===== config.mk =====
export PLATFORM = sky130hd
export DESIGN_NAME = load_extract
export DESIGN_NICKNAME = d
export VERILOG_FILES = /design/src/include/dmem_consts.svh /design/src/verilog/dmem_pkg.sv /design/src/verilog/load_extract.sv
export SDC_FILE = /design/constraint.sdc
export NUM_CORES = 1
export LEC_CHECK = 0
export BUFFER_PORTS_ARGS = -buffer_cell sky130_fd_sc_hd__buf_2
export CAP_MARGIN = 20
export CORE_ASPECT_RATIO = 0.6
export CORE_MARGIN = 2
export CORE_UTILIZATION = 32
export CTS_CLUSTER_SIZE = 10
export DETAILED_ROUTE_END_ITERATION = 10
export SLEW_MARGIN = 20
export SYNTH_ARGS = -nofsm -noshare
export SYNTH_HDL_FRONTEND = slang
export SYNTH_SLANG_ARGS = --single-unit

===== constraint.sdc =====
create_clock -name clk -period 2.5 [get_ports clk]
set_clock_uncertainty 0.15 [all_clocks]
set_input_delay 0.25 -clock clk [delete_from_list [all_inputs] [get_ports clk]]
set_output_delay 0.25 -clock clk [all_outputs]
set_load 0.02 [all_outputs]

===== src/include/dmem_consts.svh =====
// ~~~~~~~~~~~~~~~~~~~~~~~~~~~~~~
// sizing constants for the data memory
// include wherever address or lane widths are needed
// ~~~~~~~~~~~~~~~~~~~~~~~~~~~~~~
`ifndef DMEM_CONSTS_SVH
`define DMEM_CONSTS_SVH

// byte address width, 4 KiB of data memory
`define DMEM_ADDR_W 12
// doublewords in the array, 2**(ADDR_W-3)
`define DMEM_DEPTH 512
// one doubleword per array entry
`define DMEM_DATA_W 64
// byte lanes in one doubleword
`define DMEM_LANES 8

`endif


===== src/verilog/dmem_pkg.sv =====
// ~~~~~~~~~~~~~~~~~~~~~~~~~~~~~~
// shared types for the data memory subsystem
// referenced by scoped name from the RTL and the testbench
// ~~~~~~~~~~~~~~~~~~~~~~~~~~~~~~
package dmem_pkg;

    // access size, encoded as funct3[1:0] of the RV64 load/store
    typedef enum logic [1:0] {
        SZ_B = 2'b00,
        SZ_H = 2'b01,
        SZ_W = 2'b10,
        SZ_D = 2'b11
    } size_e;

    // one doubleword of payload
    typedef logic [63:0] dword_t;

    // per-lane write enable
    // bit k covers bits 8k+7 down to 8k
    typedef logic [7:0] bmask_t;

endpackage


===== src/verilog/load_extract.sv =====
// ~~~~~~~~~~~~~~~~~~~~~~~~~~~~~~
// load byte selection and extension
// captures load controls alongside the RAM read,
// then registers the extended result and valid
// ~~~~~~~~~~~~~~~~~~~~~~~~~~~~~~
`timescale 1ns/10ps

module load_extract (
    input  logic                clk,
    input  logic                reset_i,
    input  logic                hold_i,
    input  logic                load_en_i,
    input  logic [2:0]          load_addr_lo_i,
    input  dmem_pkg::size_e     load_size_i,
    input  logic                load_unsigned_i,
    input  dmem_pkg::dword_t    rdata_i,
    output dmem_pkg::dword_t    load_data_o,
    output logic                load_valid_o
);

    // controls of the read now in flight
    logic [2:0]       off_q;
    dmem_pkg::size_e  size_q;
    logic             uns_q;
    logic             pend_q;

    dmem_pkg::dword_t shifted;
    dmem_pkg::dword_t ext_data;

    // pending bit marks a read issued at the last accepted edge
    always_ff @(posedge clk) begin
        if (reset_i) begin
            pend_q <= 1'b0;
        end else if (!hold_i) begin
            pend_q <= load_en_i;
        end
    end

    always_ff @(posedge clk) begin
        if (!hold_i && load_en_i) begin
            off_q  <= load_addr_lo_i;
            size_q <= load_size_i;
            uns_q  <= load_unsigned_i;
        end
    end

    // bring the addressed byte down to lane 0
    assign shifted = rdata_i >> {off_q, 3'b000};

    // keep the size's bytes and fill above
    always_comb begin
        case (size_q)
            dmem_pkg::SZ_B: ext_data = {{56{!uns_q && shifted[7]}}, shifted[7:0]};
            dmem_pkg::SZ_H: ext_data = {{48{!uns_q && shifted[15]}}, shifted[15:0]};
            dmem_pkg::SZ_W: ext_data = {{32{!uns_q && shifted[31]}}, shifted[31:0]};
            default:        ext_data = shifted;
        endcase
    end

    // result only moves on a completing load
    // valid drops on the next accepted cycle without one
    always_ff @(posedge clk) begin
        if (reset_i) begin
            load_valid_o <= 1'b0;
            load_data_o  <= '0;
        end else if (!hold_i) begin
            load_valid_o <= pend_q;
            if (pend_q) begin
                load_data_o <= ext_data;
            end
        end
    end

endmodule


==> results.py <==
metrics = {
    "yosys": {
        "ys.flop_type": "dfxtp_1",
        "synth_top_area_share_pct": 28.2,
        "yosysWarnings": 0,
        "synth-edff-count": 6,
        "synthArstFlopShare_pct": 0,
        "synth-seq-cells": 72,
        "synth.distinct_cells": 41,
        "synth_area_leader_cell": "dfxtp_1",
        "ys_seq_area_share_pct": 32.1,
        "syn-cell-area_um2": 4680,
        "syn_nets": 592,
        "postSynthCellCount": 518,
        "synth_area_per_cell_um2": 9.04,
        "synth_area_leaders": "dfxtp_1, a211oi_2, mux2i_1",
    },
    "clock_network": {
        "cts-buffers-inserted": 9,
        "tritoncts": "yes",
        "htree_levels": 3,
        "clock_latency_ns": 0.34,
        "cts_max_path_buffers": 2,
        "clkSinkCount": 72,
        "cts_root_buf": "clkbuf_16",
        "clk_pin_slew_ns": 0.06,
    },
    "die": {
        "start_util_pct": 32.6,
        "core_um2": 14400,
        "num_rows": 34,
        "die_area_um2": 15600,
        "die_y_um": 97.7,
        "ioPinCount": 139,
        "die_x_um": 160,
    },
    "worst_setup_path": {
        "end_kind": "flop",
        "crit_required_ns": 2.56,
        "crit_fanout": 8,
        "critPathKind": "reg2reg",
        "arrival_ns": 2.52,
        "cp-start-kind": "flop",
    },
    "routing": {
        "first_pass_iters": 7,
        "detail_route.wirelength_mm": 17.4,
        "routedWlPerCell_um": 20.0,
        "drc": 0,
        "ant_nets": 0,
        "routed_via_density": 5.47,
        "drtIter0Drc": 371,
        "via_count": 4762,
    },
    "power_and_ir_drop": {
        "p_leak_nw": 2.50,
        "total_power_mw": 3.34,
        "power_density_nw_per_um2": 536,
        "peakVddDrop_mv": 0.277,
    },
    "finish": {
        "layout_common_cells": "buf_2, nor2_1, dfxtp_1, nand2_1, mux2i_1",
        "fin_area_um2": 6230,
        "final_common_cell": "buf_2",
        "drive_above_1_share_pct": 41.6,
        "fill_cells": 1462,
        "nNetsFinal": 742,
        "synthToLayoutAreaGrowth_pct": 33.1,
        "diodes": 0,
        "final_core_util_pct": 43.3,
        "instances_no_fill": 871,
    },
    "placement": {
        "postPlaceCellArea_um2": 5660,
        "gp_congestion": 0.914,
        "dp.cells": 836,
        "port_buffers": 138,
        "hpwlAfterDp_mm": 12.6,
    },
    "sta": {
        "tightest_slew_ns": 0.584,
        "finalHoldViolations": 0,
        "slew_headroom_pct": 61.0,
        "timing.final.crit_share_pct": 98.6,
        "layout_min_cycle_time_ns": 2.47,
        "fin_tns_setup_ns": 0,
        "slew_violations": 0,
        "finalSetupViolCount": 0,
        "fmax_mhz": 406,
        "rsz0062_at_grt": "true",
    },
    "global_route": {
        "antenna_found_initial": 0,
        "grt_pass1_wl_mm": 25.6,
        "grt_overflow": 0,
        "grt_usage_pct": 21.2,
        "first_global_vias": 4540,
        "grt_max_degree": 67,
    },
    "job": {
        "drv_cap": 0,
    },
    "outcome": {
        "run_status": "complete, no violations",
    },
    "min_path": {
        "hp-class": "in2reg",
    },
}
==> repair_timing <==
action,in CTS,in global routing
cloned,0,4
setup buffers,3,6
hold buffers,6,0
gates resized for setup,1,18
pin swaps,1,4
hold endpoints to repair,6,0
setup endpoints to repair,32,48
==> synth_stat cells (all sizes together) (4+ instances only) <==
| library cell | number |
|---|---|
| o22ai | 4 |
| nand2b | 16 |
| o21ai | 13 |
| mux2 | 20 |
| mux4 | 13 |
| mux2i | 37 |
| buf | 20 |
| clkbuf | 27 |
| a311oi | 15 |
| a211oi | 58 |
| a21oi | 22 |
| nand2 | 46 |
| nor2b | 16 |
| a222oi | 4 |
| nor2 | 91 |
| dfxtp | 66 |
| edfxtp | 6 |
| nor3 | 24 |
==> cell type report <==
class,count,area (um^2),area share [%]
sequential,72,1500,24.1
clock buffer,10,239,3.84
tap,198,248,3.98
clock inverter,6,33.8,0.542
timing repair buffer,186,1200,19.3
multi-input combinational,396,2990,48.1
inverter,3,11.3,0.181
==> final timing paths <==
check	slack [ns]	cells past startpoint	to	startpoint
hold reg to reg	0.32	2	load_valid_o	load_valid_o
setup reg to reg	0.03	9	load_data_o[53]	off_q[1]
setup / recovery	0.03	9	load_data_o[53]	off_q[1]
hold / removal	0.08	3	load_valid_o	hold_i
==> cells by family (layout without fill, tap and decap cells) <==
family | Yosys count | after routing | share of synthesized area, %
flip-flops | 72 | 72 | 32.1
multiplexers | 70 | 70 | 19.0
AND/OR/NAND/NOR | 201 | 201 | 19.9
buffers and inverters | 50 | 205 | 5.45
AO/OA/AOI/OAI | 125 | 125 | 23.6
==> where the power goes <==
| group | total, mW | switching (mW) | internal [mW] | leakage [nW] |
|---|---|---|---|---|
| Combinational | 0.872 | 0.505 | 0.367 | 1.76 |
| Clock | 1.22 | 0.523 | 0.692 | 0.138 |
| Sequential | 1.25 | 0.0363 | 1.22 | 0.594 |
==> stage by stage <==
step	hold WS [ns]	setup WS, ns
5_1_grt	0.0860	-0.0114
4_1_cts	0.0719	0.00450
2_1_floorplan	0.199	0.358
6_report	0.0794	0.0342
3_3_place_gp	0.280	-0.133
3_5_place_dp	0.282	-0.132
==> state kept, by name, summed over array words and instances (netlist names) <==
| register | flops |
|---|---|
| load_data_o | 64 |
| off_q | 3 |
| size_q | 2 |
| load_valid_o | 1 |
| pend_q | 1 |
| uns_q | 1 |
==> routing by layer <==
| layer | part of all wire [%] | wire length [um] | track usage [%] |
|---|---|---|---|
| met2 | 41 | 7230 | 31.0 |
| met4 | 0.71 | 124 | 4.02 |
| met5 | 0 | 0 | 0 |
| met1 | 50 | 8660 | 31.5 |
| met3 | 8.2 | 1420 | 5.12 |
==> critical path, cell delays in order (launching register included) <==
cell,delay [ns]
edfxtp_1,0.49
buf_6,0.17
mux2_4,0.31
o22ai_4,0.21
nor4b_4,0.07
buf_4,0.17
nor4_4,0.36
buf_4,0.18
clkbuf_16,0.15
a211oi_1,0.07
No activity file was read; power rests on OpenSTA's default activity.
