[src/include/dmem_consts.svh]
// ~~~~~~~~~~~~~~~~~~~~~~~~~~~~~~
// sizing constants for the data memory
// include wherever address or lane widths are needed
// ~~~~~~~~~~~~~~~~~~~~~~~~~~~~~~
`ifndef DMEM_CONSTS_SVH
`define DMEM_CONSTS_SVH

// byte address width, 4 KiB of data memory
`define DMEM_ADDR_W 12
// doublewords in the array, 2**(ADDR_W-3)
`define DMEM_DEPTH 512
// one doubleword per array entry
`define DMEM_DATA_W 64
// byte lanes in one doubleword
`define DMEM_LANES 8

`endif

[src/verilog/dmem_pkg.sv]
// ~~~~~~~~~~~~~~~~~~~~~~~~~~~~~~
// shared types for the data memory subsystem
// referenced by scoped name from the RTL and the testbench
// ~~~~~~~~~~~~~~~~~~~~~~~~~~~~~~
package dmem_pkg;

    // access size, encoded as funct3[1:0] of the RV64 load/store
    typedef enum logic [1:0] {
        SZ_B = 2'b00,
        SZ_H = 2'b01,
        SZ_W = 2'b10,
        SZ_D = 2'b11
    } size_e;

    // one doubleword of payload
    typedef logic [63:0] dword_t;

    // per-lane write enable
    // bit k covers bits 8k+7 down to 8k
    typedef logic [7:0] bmask_t;

endpackage

[src/verilog/store_align.sv]
// ~~~~~~~~~~~~~~~~~~~~~~~~~~~~~~
// store lane alignment
// builds the byte mask and moves store data
// up to its lanes, purely combinational
// ~~~~~~~~~~~~~~~~~~~~~~~~~~~~~~
`timescale 1ns/10ps
`include "dmem_consts.svh"

module store_align (
    input  logic [2:0]          store_addr_lo_i,
    input  dmem_pkg::size_e     store_size_i,
    input  dmem_pkg::dword_t    store_data_i,
    output dmem_pkg::bmask_t    wmask_o,
    output dmem_pkg::dword_t    wdata_o
);

    // lane run before shifting to the offset
    logic [`DMEM_LANES-1:0] base_mask;
    logic [5:0]             bit_shift;

    always_comb begin
        case (store_size_i)
            dmem_pkg::SZ_B: base_mask = 8'h01;
            dmem_pkg::SZ_H: base_mask = 8'h03;
            dmem_pkg::SZ_W: base_mask = 8'h0f;
            default:        base_mask = 8'hff;
        endcase
    end

    // byte offset in bits
    assign bit_shift = {store_addr_lo_i, 3'b000};

    // aligned accesses keep the run inside the doubleword
    assign wmask_o = base_mask << store_addr_lo_i;

    // low bytes of the source land at the offset lanes
    // bytes above the run are masked off by wmask_o
    assign wdata_o = store_data_i << bit_shift;

endmodule

[config.mk]
export PLATFORM = sky130hd
export DESIGN_NAME = store_align
export DESIGN_NICKNAME = d
export VERILOG_FILES = /design/src/verilog/dmem_pkg.sv /design/src/verilog/store_align.sv
export VERILOG_INCLUDE_DIRS = /design/src /design/src/include
export SDC_FILE = /design/constraint.sdc
export NUM_CORES = 1
export LEC_CHECK = 0
export BUFFER_PORTS_ARGS = -buffer_cell sky130_fd_sc_hd__buf_2
export CORE_MARGIN = 10
export CORE_UTILIZATION = 40
export DETAILED_ROUTE_END_ITERATION = 8
export PLACE_DENSITY_LB_ADDON = 0.12
export SLEW_MARGIN = 20
export SYNTH_ARGS = -nofsm -noshare
export SYNTH_HDL_FRONTEND = slang
export SYNTH_SLANG_ARGS = --single-unit
[constraint.sdc]
create_clock -name vclk -period 1.4
set_input_delay 0.28 -clock vclk [all_inputs]
set_output_delay 0.28 -clock vclk [all_outputs]
set_load 0.01 [all_outputs]
==> flow_summary.toml, run 1 <==
[sta]
rsz0062_at_grt = "true"
setup-tns-final_ns = -11.79
setup_ws_ns = -0.395
timing.slew.headroom = 0.684
fmax_ghz = 0.557
setup_viol_count_final = 69
finalMaxSlewViolations = 0
final.min_clock_period_ns = 1.79
hold_violations = 0
worst_pin_slew_ns = 0.473
min_period_over_period = 1.28

[detailed_routing]
routedWlPerCell_um = 23.6
firstDrtPassIters = 5
num_vias = 3399
vias_per_cell = 6.16
drc = 0
wl_mm = 13.0
ant_nets = 0
drt_iter0_drc = 282

[die]
num_io_pins = 141
die_y_um = 92.0
start_util = 0.408
core-area_mm2 = 0.00507
die_area_mm2 = 0.00846
std_cell_rows = 26
fp.dieW_um = 92.0

[synthesis]
synth_top_cells_by_area = "mux2i_1 31%, mux4_2 8.7%, o21ai_0 6.3%"
syn_area_mm2 = 0.00207
yosysTopAreaCell = "mux2i_1"
synth.avg_cell_area_um2 = 8.00
ys_types = 31
ys_warn_count = 0
syn_nets = 328
synth.top_cell.area_share = 0.309
synthCells = 259
seq_area_frac_synth = 0

[placed_design]
hpwl_mm = 7.25
place_ws_ns = -0.400
io_buffer_count = 141
dp.cells = 518
gp_congestion = 0.874

[layout]
postLayoutCoreUtil = 0.919
seq_cell_count = 0
finish.net_count = 553
regArea_um2 = 0
antenna_cells = 0
fill_cells = 200
area_delta_synth_final_pct = 125
clkbuf_count = 0
finalNonFillerCells = 552
drive_above_1_share = 0.726

[setup_path]
worstSetupPathType = "in2out"
cp.arrival_ns = 1.51
crit_chain = "buf_12 > buf_12 > mux4_2 > nand2_1 > o221ai_1 > buf_2"
slowest_stage = "mux4_2"
max_stage_delay_ns = 0.56
worst_path_most_repeated_cell = "buf_12"
endpoint_kind = "primary output"
crit_fanout = 7
startpoint_type = "input port"
required_ns = 1.12

[global_route]
grt_pass1_wl_mm = 16.2
grt_max_degree = 16
grt_use_total = 0.222
grt_remaining_overflow = 0
grt_pass1_vias = 3245
antenna_found_initial = 0

[min_path]
hold-path-endpoint = "wdata_o[5]"
whs_path_depth = 3
hold_class = "in2out"
hold_start = "store_data_i[5]"

[power_and_ir_drop]
leakage_nw = 2.18
power.total_mw = 1.80
powerDensity_mw_per_mm2 = 387
max-vdd-ir-drop_uv = 286

[run_status]
violations = "negative setup slack"
status = "finished, violations left"

[job]
max-cap-violations = 0
-- cell families after synthesis --
family / after synthesis / share of synthesized area
AO/OA/AOI/OAI: 83 / 0.296
buffers and inverters: 32 / 0.122
multiplexers: 72 / 0.396
AND/OR/NAND/NOR: 72 / 0.186
-- timing repair --
| item | in CTS | in global routing |
|---|---|---|
| gates cloned | 6 | 5 |
| resized for setup | 116 | 74 |
| pin swaps | 22 | 26 |
| setup buffers | 12 | 11 |
| endpoints found under the setup margin | 72 | 72 |
| hold buffers | 0 | 0 |
-- where the power goes --
group | internal, mW | switching, mW | leakage, nW
logic | 0.961 | 0.842 | 2.18
registers | 0 | 0 | 0
clock network | 0 | 0 | 0
-- metrics by stage --
stage / area, um^2 / hold WS (ns)
floorplan: 2190 / 0.704
global placement: 3370 / 0.903
detailed placement: 3370 / 0.905
CTS: 4110 / 0.912
global route: 4660 / 0.946
finish: 4660 / 0.925
-- how the worst max path moves through the flow --
stage | startpoint | endpoint | slack (ns)
global placement | store_addr_lo_i[1] | wdata_o[19] | -0.35
CTS | store_addr_lo_i[0] | wdata_o[61] | -0.24
global route | store_addr_lo_i[0] | wdata_o[60] | -0.39
detailed placement | store_addr_lo_i[1] | wdata_o[48] | -0.40
floorplan | store_addr_lo_i[0] | wdata_o[56] | -0.07
finish | store_addr_lo_i[0] | wdata_o[60] | -0.39
-- Yosys cell counts --
cell,instances
a211oi_1,11
a21o_1,1
a21oi_1,2
a221oi_1,8
a22oi_1,1
a2bb2oi_1,8
and2_1,8
buf_1,1
buf_12,1
buf_2,6
buf_4,3
buf_6,10
buf_8,2
clkbuf_1,9
mux2i_1,64
mux4_2,8
nand2_1,9
nand2b_1,2
nand3b_1,8
nor2_1,23
nor2b_1,17
nor3_2,1
nor3b_1,1
o21a_1,9
o21ai_0,26
o221ai_1,5
o221ai_2,3
o22a_1,9
or2_1,1
or2_2,1
or3_1,1
-- layer usage --
metal / track usage / vias to the layer above / part of all wire
met2: 0.404 / 255 / 0.49
met4: 0.0411 / 0 / 0.049
met3: 0.0383 / 59 / 0.085
met5: 0 / - / 0
li1: - / 1463 / -
met1: 0.268 / 1622 / 0.38
-- cells in the final DEF, fill, tap and decap left out, drive strengths merged --
cell     instances
a221oi           8
o22a             9
buf            250
nor3             1
o221ai           8
nand3b           8
and2             8
a22oi            1
nand2b           2
a2bb2oi          8
nor2            23
nand2            9
nor3b            1
nor2b           17
o21a             9
mux2i           64
a211oi          11
a21oi            2
o21ai           26
or2              2
a21o             1
clkbuf           5
mux4             8
or3              1
-- critical path: cells and delay by family --
| family | cells | cell delay [ns] |
|---|---|---|
| buffers and inverters | 3 | 0.43 |
| muxes | 1 | 0.56 |
| AOI/OAI and AO/OA | 1 | 0.13 |
| and+or+nand+nor | 1 | 0.11 |
-- area by class of cell --
cell class / count / area, um^2 / share of cell area
multi-input cells: 227 / 2360 / 0.505
repair buffers: 255 / 2220 / 0.476
well taps: 70 / 87.6 / 0.0188
(Power assumes the default switching activity.)
==> run 2, diff against run 1 <==
- ABC_AREA: unset -> 1
==> flow_summary.toml, run 2 <==
[run_status]
status = "finished, violations left"
violations = "negative setup slack"

[die]
die_area_mm2 = 0.00846
start_util = 0.409
fp.dieW_um = 92.0
std_cell_rows = 26
num_io_pins = 141
core-area_mm2 = 0.00507
die_y_um = 92.0

[sta]
min_period_over_period = 1.08
worst_pin_slew_ns = 0.249
fmax_ghz = 0.659
final.min_clock_period_ns = 1.52
hold_violations = 0
rsz0062_at_grt = "true"
timing.slew.headroom = 0.834
finalMaxSlewViolations = 0
setup_ws_ns = -0.119
setup_viol_count_final = 32

[detailed_routing]
wl_mm = 11.5
num_vias = 3639
drc = 0
vias_per_cell = 5.32
ant_nets = 0
drt_iter0_drc = 507
routedWlPerCell_um = 16.8
firstDrtPassIters = 5

[setup_path]
cp.arrival_ns = 1.24
worstSetupPathType = "in2out"
required_ns = 1.12
crit_fanout = 8
endpoint_kind = "primary output"
startpoint_type = "input port"

[synthesis]
ys_types = 16
synthTopCellsByCount = "227 x nand2_1, 135 x nand3_1, 29 x inv_1"
seq_area_frac_synth = 0
synth.most_common_cell = "nand2_1"
yosysTopAreaCell = "nand2_1"
synth.top_cell.area_share = 0.411
synthCells = 473
ys_warn_count = 0
synth.avg_cell_area_um2 = 4.38
syn_nets = 542
synth_top_cells_by_area = "nand2_1 41%, nand3_1 33%, inv_1 5.3%"
syn_area_mm2 = 0.00207

[placed_design]
hpwl_mm = 7.69
gp_congestion = 0.900
placed_cell_area_mm2 = 0.00290
io_buffer_count = 141

[layout]
regArea_um2 = 0
postLayoutCoreUtil = 0.732
final_cell_mix = "187 x nand2_1, 129 x buf_2, 91 x nand3_1"
finish.net_count = 685
antenna_cells = 0
drive_above_1_share = 0.448
postLayoutCellArea_mm2 = 0.00371
final_common_cell = "nand2_1"
area_delta_synth_final_pct = 79.2
seq_cell_count = 0
clkbuf_count = 0

[global_route]
grt_use_total = 0.231
grt_pass1_vias = 3228
grt_remaining_overflow = 0
grt_max_degree = 30
antenna_found_initial = 0
grt_pass1_wl_mm = 16.8

[min_path]
hold_class = "in2out"

[power_and_ir_drop]
powerDensity_mw_per_mm2 = 378
leakage_nw = 2.23
max-vdd-ir-drop_uv = 225

[job]
max-cap-violations = 0

[clock_tree]
hold_buffers = 0
## run 2: area by class of cell
class | instances | area [um^2]
repair inverters | 1 | 6.26
fillers | 459 | 1360
multi-input cells | 408 | 2180
inverters | 32 | 140
well taps | 70 | 87.6
repair buffers | 173 | 1310
## run 2: routing by layer
layer	GRT usage	wire [um]
met1	0.336	4980
met2	0.349	5040
met3	0.0554	1420
met4	0.0116	80
met5	0	0
## run 2: final timing paths
kind / depth (start not counted) / from / slack (ns) / endpoint
worst max-delay path: 9 / store_addr_lo_i[0] / -0.12 / wdata_o[58]
worst min-delay path: 4 / store_data_i[7] / 0.89 / wdata_o[7]
## run 2: critical path, stage by stage
cell and delay (ns):
buf_16 0.13, inv_12 0.08, buf_12 0.12, buf_16 0.16
nand2_4 0.06, nand3_1 0.07, nand3_1 0.10, nand2_1 0.10
buf_2 0.14
## run 2: repair_timing
action,in CTS,in global routing
setup buffers,5,0
endpoints found under the setup margin,62,60
pin swaps,15,29
cloned,8,0
gates resized for setup,65,91
## run 2: cells by family after synthesis
family,count (synthesis),share of synthesized area
simple gates,395,0.805
buf+inv,66,0.166
compound gates,12,0.0290
## run 2: power by group
part | switching, mW | internal (mW) | total [mW] | leakage, nW
Combinational | 0.811 | 0.592 | 1.40 | 2.23
Clock | 0 | 0 | 0 | 0
Sequential | 0 | 0 | 0 | 0
Total | 0.811 | 0.592 | 1.40 | 2.23
## run 2: per-stage QoR
stage / hold slack, ns / setup TNS (ns) / cells / power, mW / setup WS (ns)
6_report: 0.890 / -1.08 / 684 / 1.40 / -0.119
5_1_grt: 0.917 / -3.05 / 684 / 1.52 / -0.140
3_3_place_gp: 0.889 / -5.72 / 672 / 1.06 / -0.163
3_5_place_dp: 0.889 / -5.73 / 672 / 1.07 / -0.154
2_1_floorplan: 0.647 / 0 / 473 / 0.630 / 0.142
4_1_cts: 0.891 / -0.300 / 685 / 1.24 / -0.0291
==> run 3, diff against run 2 <==
- clock period: 1.4 -> 1.61 ns (I/O delays scaled with it)
==> flow_summary.toml, run 3 (synthesis gave the netlist of run 2 again) <==
[power_and_ir_drop]
power.net_switching_uw = 578
clockPowerShare = 0
swShare = 0.593
leakage_nw = 1.96
internal-power_uw = 396
powerDensity_mw_per_mm2 = 323
max-vdd-ir-drop_uv = 175
p_comb_frac = 1.000
power_frac_seq = 0

[die]
fp.dieW_um = 92.0
die_y_um = 92.0
die_area_mm2 = 0.00846
core-area_mm2 = 0.00507
start_util = 0.409
num_io_pins = 141
std_cell_rows = 26

[setup_path]
cp.arrival_ns = 1.22
worstSetupPathType = "in2out"
endpoint_kind = "primary output"
startpoint_type = "input port"
required_ns = 1.29
cp-startpoint = "store_addr_lo_i[1]"
crit_fanout = 13

[global_route]
antenna_found_initial = 0
grt_remaining_overflow = 0
grt_pass1_vias = 2965
grt_use_total = 0.202
grt_max_degree = 42
grt_pass1_wl_mm = 15.0

[min_path]
hold-path-endpoint = "wdata_o[6]"
hold_class = "in2out"
whs_path_depth = 4
hold_start = "store_data_i[6]"

[sta]
fmax_ghz = 0.647
worst_pin_slew_ns = 0.282
setup-tns-final_ns = 0
timing.slew.headroom = 0.811
final.min_clock_period_ns = 1.55
hold_violations = 0
finalMaxSlewViolations = 0
setup_viol_count_final = 0
min_period_over_period = 0.960

[detailed_routing]
firstDrtPassIters = 5
vias_per_cell = 5.07
drc = 0
ant_nets = 0
drt_iter0_drc = 367
num_vias = 3420
routedWlPerCell_um = 14.7
wl_mm = 9.92

[layout]
regArea_um2 = 0
postLayoutCellArea_mm2 = 0.00302
multi_input_area_mm2 = 0.00173
seq_cell_count = 0
fill_cells = 567
finish.net_count = 676
drive_above_1_share = 0.288
final_cell_mix = "226 x nand2_1, 139 x buf_2, 135 x nand3_1"
clkbuf_count = 0
postLayoutCoreUtil = 0.595
final_common_cell = "nand2_1"
antenna_cells = 0
area_delta_synth_final_pct = 45.6

[placed_design]
placed_cell_area_mm2 = 0.00287
gp_congestion = 0.898
hpwl_mm = 7.66
io_buffer_count = 141

[run_status]
status = "completed"

[clock_tree]
hold_buffers = 0

[job]
max-cap-violations = 0
[run 3: layer usage]
layer / up-vias / global-route usage / part of all wire
li1: 1781 / - / -
met1: 1454 / 0.316 / 0.49
met2: 181 / 0.280 / 0.40
met3: 4 / 0.0473 / 0.11
met4: 0 / 0.00514 / 0.0040
met5: - / 0 / 0
[run 3: worst max path at each step]
stage | to | cells past startpoint
floorplan | wdata_o[24] | 7
global placement | wdata_o[19] | 6
detailed placement | wmask_o[6] | 9
CTS | wdata_o[52] | 9
global route | wdata_o[52] | 9
finish | wdata_o[36] | 7
[run 3: repair_timing]
action	CTS	global route
gates resized for setup	3	12
pin swaps	0	1
setup buffers	0	3
gates cloned	0	3
setup endpoints to repair	10	42
[run 3: cell type report]
| type | instances | area share |
|---|---|---|
| Multi-Input combinational cell | 407 | 0.574 |
| Timing Repair Buffer | 166 | 0.354 |
| Tap cell | 70 | 0.0290 |
| Inverter | 32 | 0.0431 |
[run 3: metrics by stage]
step                setup WS [ns]  total power, mW  cells  hold WS (ns)
global placement          -0.0279            0.916    669         0.972
global route             -0.00532             1.08    675         0.999
floorplan                   0.268            0.548    473         0.731
finish                     0.0643            0.975    675         0.971
detailed placement        -0.0154            0.920    669         0.973
CTS                        0.0308            0.927    669         0.975
[run 3: worst max-delay path, cell delays in order]
cell and delay [ns]:
buf_6 0.12, inv_4 0.11, buf_4 0.21, nand3_1 0.15, nand3_1 0.12, nand2_1 0.05, buf_2 0.13
[run 3: power groups by stage]
stage / logic (mW) / clock network [mW] / registers [mW]
6_report: 0.975 / 0 / 0
3_5_place_dp: 0.920 / 0 / 0
3_3_place_gp: 0.916 / 0 / 0
4_1_cts: 0.927 / 0 / 0
2_1_floorplan: 0.548 / 0 / 0
5_1_grt: 1.08 / 0 / 0
